===== src/verilog/rv_ctrl_pkg.sv =====
package rv_ctrl_pkg;

    localparam int xlen       = 32;                 // RV32 word
    localparam int reg_addr_w = 5;                  // 32 architectural registers
    localparam int opcode_w   = 7;
    localparam int funct3_w   = 3;

    typedef logic [xlen-1:0]       word_t;          // data or instruction word
    typedef logic [reg_addr_w-1:0] reg_addr_t;      // register file index
    typedef logic [opcode_w-1:0]   opcode_t;        // major opcode
    typedef logic [funct3_w-1:0]   funct3_t;        // minor operation

    // major opcodes handled by the sequencer
    localparam opcode_t op_imm    = 7'b0010011;     // register-immediate alu
    localparam opcode_t op_reg    = 7'b0110011;     // register-register alu
    localparam opcode_t op_lui    = 7'b0110111;
    localparam opcode_t op_branch = 7'b1100011;
    localparam opcode_t op_load   = 7'b0000011;
    localparam opcode_t op_store  = 7'b0100011;
    localparam opcode_t op_jal    = 7'b1101111;
    localparam opcode_t op_jalr   = 7'b1100111;

    typedef enum logic [3:0] {
        alu_add  = 4'd0,
        alu_sub  = 4'd1,
        alu_sll  = 4'd2,
        alu_slt  = 4'd3,
        alu_sltu = 4'd4,
        alu_xor  = 4'd5,
        alu_srl  = 4'd6,
        alu_sra  = 4'd7,
        alu_or   = 4'd8,
        alu_and  = 4'd9,
        alu_eq   = 4'd10,                           // branch compares from here on
        alu_ne   = 4'd11,
        alu_lt   = 4'd12,
        alu_ge   = 4'd13,
        alu_ltu  = 4'd14,
        alu_geu  = 4'd15
    } alu_op_t;

    typedef enum logic [1:0] {
        a_pc     = 2'b00,                           // pc register
        a_reg    = 2'b01,                           // qa from regfile
        a_cur_pc = 2'b10                            // address of current instruction
    } a_sel_t;

    typedef enum logic [1:0] {
        b_reg  = 2'b00,                             // qb from regfile
        b_imm  = 2'b01,
        b_four = 2'b10                              // constant 4
    } b_sel_t;

    typedef enum logic [1:0] {
        c_reg  = 2'b00,
        c_alu  = 2'b01,                             // alu result
        c_jump = 2'b10,                             // link address
        c_imm  = 2'b11
    } c_sel_t;

    typedef enum logic [1:0] {
        pc_plus4 = 2'b00,
        pc_alu   = 2'b01,                           // computed jump target
        pc_c     = 2'b10                            // branch target held in c
    } pc_sel_t;

    typedef enum logic [2:0] {
        st_fetch      = 3'b000,
        st_decode     = 3'b001,
        st_execute    = 3'b010,
        st_memory     = 3'b011,
        st_write_back = 3'b100
    } state_t;

endpackage

===== src/verilog/control_unit.sv =====
`timescale 1ns/1ps

module control_unit (
    input  logic                   aclk,
    input  logic                   reset,
    input  rv_ctrl_pkg::word_t     inst,          // from instruction register
    input  logic                   alu_flag,
    output rv_ctrl_pkg::reg_addr_t rd,
    output rv_ctrl_pkg::reg_addr_t rs1,
    output rv_ctrl_pkg::reg_addr_t rs2,
    output rv_ctrl_pkg::word_t     imm,
    output rv_ctrl_pkg::alu_op_t   alu_op,
    output rv_ctrl_pkg::a_sel_t    a_sel,
    output rv_ctrl_pkg::b_sel_t    b_sel,
    output rv_ctrl_pkg::c_sel_t    c_sel,
    output rv_ctrl_pkg::pc_sel_t   pc_sel,
    output logic                   pc_enable,
    output logic                   ir_enable,
    output logic                   cur_pc_enable,
    output logic                   wb,
    output logic                   m2r_sel,
    output logic                   mem_we
);
    import rv_ctrl_pkg::*;

    opcode_t opcode;
    funct3_t funct3;
    logic    funct7_b5;                             // sub / sra select

    // instruction fields
    assign opcode    = inst[6:0];
    assign rd        = inst[11:7];
    assign funct3    = inst[14:12];
    assign rs1       = inst[19:15];
    assign rs2       = inst[24:20];
    assign funct7_b5 = inst[30];

    immediate_gen immediate_gen_i (
        .inst (inst),
        .imm  (imm)
    );

    alu_op_decode alu_op_decode_i (
        .opcode    (opcode),
        .funct3    (funct3),
        .funct7_b5 (funct7_b5),
        .alu_op    (alu_op)
    );

    control_sequencer control_sequencer_i (
        .aclk          (aclk),
        .reset         (reset),
        .opcode        (opcode),
        .rd            (rd),
        .alu_flag      (alu_flag),
        .a_sel         (a_sel),
        .b_sel         (b_sel),
        .c_sel         (c_sel),
        .pc_sel        (pc_sel),
        .pc_enable     (pc_enable),
        .ir_enable     (ir_enable),
        .cur_pc_enable (cur_pc_enable),
        .wb            (wb),
        .m2r_sel       (m2r_sel),
        .mem_we        (mem_we)
    );

endmodule


===== src/verilog/control_sequencer.sv =====
`timescale 1ns/1ps

module control_sequencer (
    input  logic                   aclk,
    input  logic                   reset,
    input  rv_ctrl_pkg::opcode_t   opcode,
    input  rv_ctrl_pkg::reg_addr_t rd,
    input  logic                   alu_flag,      // branch condition from alu
    output rv_ctrl_pkg::a_sel_t    a_sel,
    output rv_ctrl_pkg::b_sel_t    b_sel,
    output rv_ctrl_pkg::c_sel_t    c_sel,
    output rv_ctrl_pkg::pc_sel_t   pc_sel,
    output logic                   pc_enable,
    output logic                   ir_enable,
    output logic                   cur_pc_enable,
    output logic                   wb,            // regfile write
    output logic                   m2r_sel,       // memory data to regfile
    output logic                   mem_we         // store strobe
);
    import rv_ctrl_pkg::*;

    state_t state;
    state_t next_state;
    logic   rd_zero;                                // jump without link

    assign rd_zero = (rd == '0);

    always_ff @(posedge aclk) begin
        if (reset) begin
            state <= st_fetch;
        end else begin
            state <= next_state;
        end
    end

    always_comb begin
        next_state = st_fetch;
        case (state)
            st_fetch: next_state = st_decode;
            st_decode: begin
                case (opcode)
                    op_lui:  next_state = st_write_back;
                    op_jal:  next_state = rd_zero ? st_fetch : st_write_back;
                    op_imm, op_reg, op_branch, op_load, op_store, op_jalr: begin
                        next_state = st_execute;
                    end
                    default: next_state = st_fetch;     // unknown opcode, skip it
                endcase
            end
            st_execute: begin
                case (opcode)
                    op_imm, op_reg:    next_state = st_write_back;
                    op_load, op_store: next_state = st_memory;
                    op_jalr:           next_state = rd_zero ? st_fetch : st_write_back;
                    default:           next_state = st_fetch;   // branch done here
                endcase
            end
            st_memory: next_state = (opcode == op_load) ? st_write_back : st_fetch;
            st_write_back: next_state = st_fetch;
            default: next_state = st_fetch;
        endcase
    end

    always_comb begin
        a_sel         = a_pc;
        b_sel         = b_reg;
        c_sel         = c_reg;
        pc_sel        = pc_plus4;
        pc_enable     = 1'b0;
        ir_enable     = 1'b0;
        cur_pc_enable = 1'b0;
        wb            = 1'b0;
        m2r_sel       = 1'b0;
        mem_we        = 1'b0;
        case (state)
            st_fetch: begin
                ir_enable     = 1'b1;               // latch instruction
                cur_pc_enable = 1'b1;               // remember its address
                pc_enable     = 1'b1;
                b_sel         = b_four;             // pc + 4
            end
            st_decode: begin
                a_sel = a_cur_pc;                   // cur_pc + imm, branch/jal target
                b_sel = b_imm;
                if (opcode == op_jal) begin
                    pc_sel    = pc_alu;
                    pc_enable = 1'b1;
                end
            end
            st_execute: begin
                a_sel = a_reg;
                b_sel = b_imm;                      // op-imm, load/store address, jalr
                case (opcode)
                    op_reg: b_sel = b_reg;
                    op_branch: begin
                        b_sel     = b_reg;          // compare rs1 with rs2
                        pc_sel    = alu_flag ? pc_c : pc_plus4;
                        pc_enable = alu_flag;       // taken only
                    end
                    op_jalr: begin
                        pc_sel    = pc_alu;
                        pc_enable = 1'b1;
                    end
                    default: ;
                endcase
            end
            st_memory: begin
                a_sel  = a_reg;                     // hold the address
                b_sel  = b_imm;
                mem_we = (opcode == op_store);
            end
            st_write_back: begin
                wb = 1'b1;
                case (opcode)
                    op_lui:          c_sel = c_imm;
                    op_load:         m2r_sel = 1'b1;
                    op_jal, op_jalr: c_sel = c_jump;  // return address
                    default:         c_sel = c_alu;
                endcase
            end
            default: ;
        endcase
    end

    // a store strobe never overlaps a regfile write
    wb_mem_we_exclusive: assert property (
        @(posedge aclk) disable iff (reset) !(wb && mem_we)
    );

    // fetch lasts one cycle and is always followed by decode
    ir_enable_in_fetch: assert property (
        @(posedge aclk) disable iff (reset)
        ir_enable |-> (state == st_fetch) ##1 (state == st_decode && !ir_enable)
    );

    state_legal: assert property (
        @(posedge aclk) disable iff (reset)
        !$isunknown(state) && (state inside {st_fetch, st_decode, st_execute,
                                             st_memory, st_write_back})
    );

endmodule


===== src/verilog/alu_op_decode.sv =====
`timescale 1ns/1ps

module alu_op_decode (
    input  rv_ctrl_pkg::opcode_t opcode,
    input  rv_ctrl_pkg::funct3_t funct3,
    input  logic                 funct7_b5,
    output rv_ctrl_pkg::alu_op_t alu_op
);
    import rv_ctrl_pkg::*;

    logic is_reg;                                   // register-register form

    assign is_reg = (opcode == op_reg);

    always_comb begin
        alu_op = alu_add;                           // loads, stores, jumps, lui
        case (opcode)
            op_branch: begin
                case (funct3)
                    3'b000:  alu_op = alu_eq;
                    3'b001:  alu_op = alu_ne;
                    3'b100:  alu_op = alu_lt;
                    3'b101:  alu_op = alu_ge;
                    3'b110:  alu_op = alu_ltu;
                    3'b111:  alu_op = alu_geu;
                    default: alu_op = alu_add;      // reserved encodings
                endcase
            end
            op_reg, op_imm: begin
                case (funct3)
                    // no subi, so sub only for the register form
                    3'b000:  alu_op = (is_reg && funct7_b5) ? alu_sub : alu_add;
                    3'b001:  alu_op = alu_sll;
                    3'b010:  alu_op = alu_slt;
                    3'b011:  alu_op = alu_sltu;
                    3'b100:  alu_op = alu_xor;
                    3'b101:  alu_op = funct7_b5 ? alu_sra : alu_srl;  // srai shares bit 30
                    3'b110:  alu_op = alu_or;
                    3'b111:  alu_op = alu_and;
                    default: alu_op = alu_add;
                endcase
            end
            default: begin
                alu_op = alu_add;
            end
        endcase
    end

endmodule


===== src/verilog/immediate_gen.sv =====
`timescale 1ns/1ps

module immediate_gen (
    input  rv_ctrl_pkg::word_t inst,
    output rv_ctrl_pkg::word_t imm
);
    import rv_ctrl_pkg::*;

    opcode_t opcode;
    logic    sign;                                  // immediate sign, always inst[31]

    assign opcode = inst[6:0];
    assign sign   = inst[31];

    always_comb begin
        case (opcode)
            op_imm, op_load, op_jalr: begin         // I format
                imm = {{20{sign}}, inst[31:20]};
            end
            op_store: begin                         // S format, split field
                imm = {{20{sign}}, inst[31:25], inst[11:7]};
            end
            op_branch: begin                        // B format, bit 0 implied zero
                imm = {{19{sign}}, inst[31], inst[7], inst[30:25], inst[11:8], 1'b0};
            end
            op_lui: begin                           // U format, upper 20 bits
                imm = {inst[31:12], 12'b0};
            end
            op_jal: begin                           // J format
                imm = {{11{sign}}, inst[31], inst[19:12], inst[20], inst[30:21], 1'b0};
            end
            default: begin
                imm = '0;                           // R type and unknown
            end
        endcase
    end

endmodule


===== config.mk =====
export PLATFORM = sky130hd
export DESIGN_NAME = control_unit
export DESIGN_NICKNAME = d
export VERILOG_FILES = /design/src/verilog/rv_ctrl_pkg.sv /design/src/verilog/control_unit.sv /design/src/verilog/control_sequencer.sv /design/src/verilog/alu_op_decode.sv /design/src/verilog/immediate_gen.sv
export SDC_FILE = /design/constraint.sdc
export NUM_CORES = 1
export LEC_CHECK = 0
export BUFFER_PORTS_ARGS = -buffer_cell sky130_fd_sc_hd__buf_2
export CORE_ASPECT_RATIO = 1.5
export CORE_MARGIN = 2
export CORE_UTILIZATION = 39
export CTS_CLUSTER_SIZE = 14
export DETAILED_ROUTE_END_ITERATION = 6
export MAX_ROUTING_LAYER = met4
export PLACE_DENSITY = 0.92
export SLEW_MARGIN = 20
export SYNTH_ARGS = -nofsm -noshare
export SYNTH_HDL_FRONTEND = slang
export SYNTH_SLANG_ARGS = --single-unit

===== constraint.sdc =====
create_clock -name aclk -period 2.05 [get_ports aclk]
set_input_delay 0.1025 -clock aclk [delete_from_list [all_inputs] [get_ports aclk]]
set_output_delay 0.1025 -clock aclk [all_outputs]
set_load 0.1 [all_outputs]

Word-level counts from Yosys, hierarchy flattened
Cells that the tools add are included.
- eq/ne operators: 19
- muxes and demuxes: 28
- reduce and logical (&&, ||, !) cells: 12
- operator list (kind ; count):
    case mux 32 bit (5 select lines) ; 1
    case mux 4 bit (8 select lines) ; 1
    case mux 4 bit (6 select lines) ; 1
    == test 7 x 6 -> 1 bit, second input constant ; 3
    == test 7 bit, second input constant ; 3
    case mux 3 bit (3 select lines) ; 2
    == test 3 bit, second input constant ; 5
    == test 3 x 2 -> 1 bit, second input constant ; 4
    case mux 2 bit (2 select lines) ; 3
    case mux 2 bit (3 select lines) ; 2
    case mux 3 bit (4 select lines) ; 1
    OR reduction 2 bit ; 6
    two-way mux 1 bit ; 10
    case mux 4 bit (2 select lines) ; 1
    == test 7 x 2 -> 1 bit, second input constant ; 1
    == test 7 x 5 -> 1 bit, second input constant ; 1
    == test 3 x 1 -> 1 bit, second input constant ; 2
    logical NOT 3 bit ; 2
    two-way mux 3 bit ; 2
    OR reduction 6 bit ; 1
    logical NOT 5 bit ; 1
    two-way mux 2 bit ; 2
    case mux 1 bit (3 select lines) ; 1
    OR reduction 3 bit ; 1
    other kinds (2) ; 2
- register bits: 3
- input bits: 35
- output and inout bits: 65
- logic and storage cells: 60

Longest topological paths before layout
- depth in word-level cells: 5
- mapped depth: 6
- mapped depth without buffers: 6

By module
From an unflattened synthesis, not the netlist that was laid out.
- cell total of the unflattened synthesis: 187
- area, all modules: 1362.6 µm²
- modules (own cells, without submodules) (module ; times used ; cells each ; area each (µm²) ; seq. area each (µm²)):
    immediate_gen ; 1 ; 85 ; 644.4 ; 0.0
    control_sequencer ; 1 ; 55 ; 386.6 ; 60.1
    alu_op_decode ; 1 ; 32 ; 219.0 ; 0.0
    control_unit ; 1 ; 15 ; 112.6 ; 0.0

Worst setup path after synthesis
Ideal clock, no wire load.
- path kind: flip-flop to output port
- start point: register control_sequencer_i.state[0]
- end point: output m2r_sel
- arrival: 5180 ps
- data required time: 1947 ps
- path slack: -3233 ps
- cell stages (with the launch flop): 4
- path buffers: 1
- path through: dfxtp_1 -> clkbuf_1 -> nor3b_1 -> nor3b_1
- longest elaborated chain between the ends: 2
- RTL lines (item ; line ; source):
    start: declaration ; control_sequencer.sv:22 ; state_t state;
    start signal: assignment ; control_sequencer.sv:30 ; state <= st_fetch;
    start signal: assignment ; control_sequencer.sv:32 ; state <= next_state;
    == test 3 bit ; control_sequencer.sv:75 ; case (state)
    two-way mux 1 bit ; control_sequencer.sv:75 ;
    end: declaration ; control_unit.sv:21 ; output logic m2r_sel,
No other way between the ends.

Worst setup path in the final report
- start point: register control_sequencer_i.state[1]
- end point: output pc_enable
- longest elaborated chain between the ends: 2
- elaborated cells on any way between the ends: 4
- classes of those cells: eq/ne (2); mux (1); reduce/logical (1)
- RTL lines (item ; line ; source):
    == test 3 x 2 -> 1 bit, or another cell as far along ; control_sequencer.sv:75 ;
    case mux 1 bit (3 select lines) (*) ; control_sequencer.sv:75 ;
    end: declaration ; control_unit.sv:17 ; output logic pc_enable,
Mark *: on every way between the ends. The rest lies on a longest branch, timed or not.

==> metrics.cfg <==
[timing]
rsz0062_at_grt=false
clock_skew_ns=0.000781
hold_violations=0
tightestPinTransition_ns=0.482
fmax_ghz=0.505
relSlewSlack=0.677
period_minus_slack_ns=1.98
setup_violations=0
min_period_over_period=0.966
worst_slack_ns=0.0692
maxSlewViolCount=0

[floorplanning]
initial_core_util=0.406
io_pins=100
rows=24
dieArea_um2=3500
dieHeight_um=71.5
die_w_um=49.0
coreArea_um2=2910

[critical_path]
crit_arrival_ns=1.88
setup.worst_path.end_class=output pin
r2r-start=control_sequencer_i.state[1]
max_stage_delay_ns=0.44
crit_chain=or3b_4, a2111oi_4, inv_1, o31ai_2, buf_12
cp_slowest_cell=dfxtp_2
crit_family=compound AO/OA/AOI/OAI gates
critPathRequiredTime_ns=1.95
critPathBufInv=2
r2r.worst_path.cells=5
cp_max_fo=11
critPathLaunchType=flop
reg2reg_slack_ns=0.24
worst-setup-path-type=flop to output pin
r2r-end=control_sequencer_i.state[2]

[synthesis]
synthCells=164
syn-cell-area_um2=1180
synth.area.top_cells=a21o_1 12%, buf_4 11%, nor2b_1 5.8%
synth-seq-area-share=0.0507
synth_top_cell_area_share=0.121
ys.flop_type=dfxtp_1
synth_area_per_cell_um2=7.22
synth-async-reset-ratio=0
yosysWarnings=0
ys_ff_latch=3
synth_edf_count=0
postSynthNetCount=202
synth_area_leader_cell=a21o_1
synth_cell_types=51

[drt]
wl_mm=4.34
ant_nets=0
vias=1588
drc=0
drt_iter0_drc=22
via_per_inst=5.57
drtPass1Iterations=4
wl_per_cell_um=15.2

[global_routing]
grt_usage=0.257
grt_pass1_wl_mm=7.11
grt_pass1_vias=1659
grt-ovfl-total=0
antenna_found_initial=0
grt_max_degree=16

[layout]
layoutNonFillerInstCount=285
drive_gt1_frac=0.557
fillCellCount=198
final_common_cell=buf_2
top_register=control_sequencer_i.state
reg_top3=control_sequencer_i.state x3
diodes=0
final_cell_mix=63 x buf_2, 36 x buf_12, 19 x a21o_1
areaGrowthSynthToFinish_pct=94.8
layout.nets=285
largest_register_ffs=3

[clock_tree]
cts_buffers=3
worstSkewPairLatency_ns=0.22
cts_root_buf=clkbuf_8
htree_levels=1
path_clk_slew_ns=0.03
cts_sinks=3
cts_tree=yes
ctsResizeCount=0
cts_hold_buffers=0
clockBufferDepth=2

[placement]
port_buffers=99
dp.cells=280
place_ws_ns=0.217
hpwl_mm=3.71
routabilityCongestion=0.861

[power]
leakage_nw=1.14
p_per_area_nw_per_um2=329
vdd_drop_max_mv=0.394

[hold_path]
min_from=reset
hold_depth=2
hp-class=primary input to flop
hold_end=control_sequencer_i.state[1]

[status]
outcome=finished, final reports clean

[flow_run]
max_cap_viol_count=0

## where the power goes
group | switching (mW) | internal [mW]
Clock | 0.0445 | 0.133
Combinational | 0.384 | 0.129
Sequential | 0.00724 | 0.0608
## stage by stage
step / TNS, ns / hold slack [ns] / total power [mW] / instance area, um^2 / utilization
after detailed placement: 0 / 0.316 / 0.580 / 2250 / 0.774
after global placement: 0 / 0.313 / 0.571 / 2250 / 0.774
after CTS: 0 / 0.0904 / 0.759 / 2310 / 0.792
after global routing: 0 / 0.101 / 0.788 / 2310 / 0.792
after floorplan: -3.88 / 0.172 / 0.463 / 1340 / -
final: 0 / 0.101 / 0.758 / 2310 / 0.792
## layer usage
layer / part of all wire / vias to the layer above / GRT usage
met5: 0 / - / -
met4: 0.038 / 0 / 0.124
met3: 0.060 / 18 / 0.0333
met2: 0.56 / 94 / 0.489
met1: 0.35 / 728 / 0.253
li1: - / 748 / -
## cell usage after synthesis, types with 3 or more instances
library cell and n:
a21o_1 19, a21oi_1 5, a22o_1 4, and2_1 3, buf_4 18, buf_6 4
clkbuf_1 4, dfxtp_1 3, ha_1 3, inv_1 7, mux2i_1 3, nand2_1 16
nor2_1 7, nor2b_1 11, nor3_1 5, o21ai_0 3, o31ai_1 3
## worst register-to-register path: cells and delay by family (launching register included)
| kind | cells | cell delay, ns |
|---|---|---|
| AOI/OAI and AO/OA | 3 | 0.68 |
| DFF | 1 | 0.44 |
| and+or+nand+nor | 1 | 0.42 |
| buffers and inverters | 1 | 0.20 |
## repair_timing
| action | in CTS | in global routing |
|---|---|---|
| endpoints found under the setup margin | 1 | 0 |
| hold endpoints to repair | 0 | 0 |
| setup buffers | 1 | 0 |
## how the worst max path moves through the flow
| stage | start | to | slack [ns] | cells past startpoint |
|---|---|---|---|---|
| detailed placement | control_sequencer_i.state[1] | pc_enable | 0.22 | 5 |
| CTS | control_sequencer_i.state[1] | pc_enable | 0.08 | 5 |
| global placement | control_sequencer_i.state[1] | pc_enable | 0.28 | 5 |
| finish | control_sequencer_i.state[1] | pc_enable | 0.07 | 5 |
| global route | control_sequencer_i.state[1] | pc_enable | 0.008 | 5 |
| floorplan | inst[3] | imm[7] | -0.62 | 5 |
## area by class of cell
cell class | instances | area [um^2] | share of cell area
multi-input cells | 127 | 1040 | 0.452
flip-flops and latches | 3 | 62.6 | 0.0271
well taps | 39 | 48.8 | 0.0212
clock buffers | 4 | 45.0 | 0.0195
repair buffers | 105 | 1080 | 0.469
inverters | 7 | 26.3 | 0.0114
## kinds of logic (layout without fill, tap and decap cells)
group,Yosys count,after routing,share of synthesized area
DFF,3,3,0.0507
buffers and inverters,34,116,0.191
AOI/OAI and AO/OA,54,54,0.356
muxes,3,3,0.0254
adders and majority gates,3,3,0.0317
and+or+nand+nor,67,67,0.345
No activity file was read; power rests on OpenSTA's default activity.
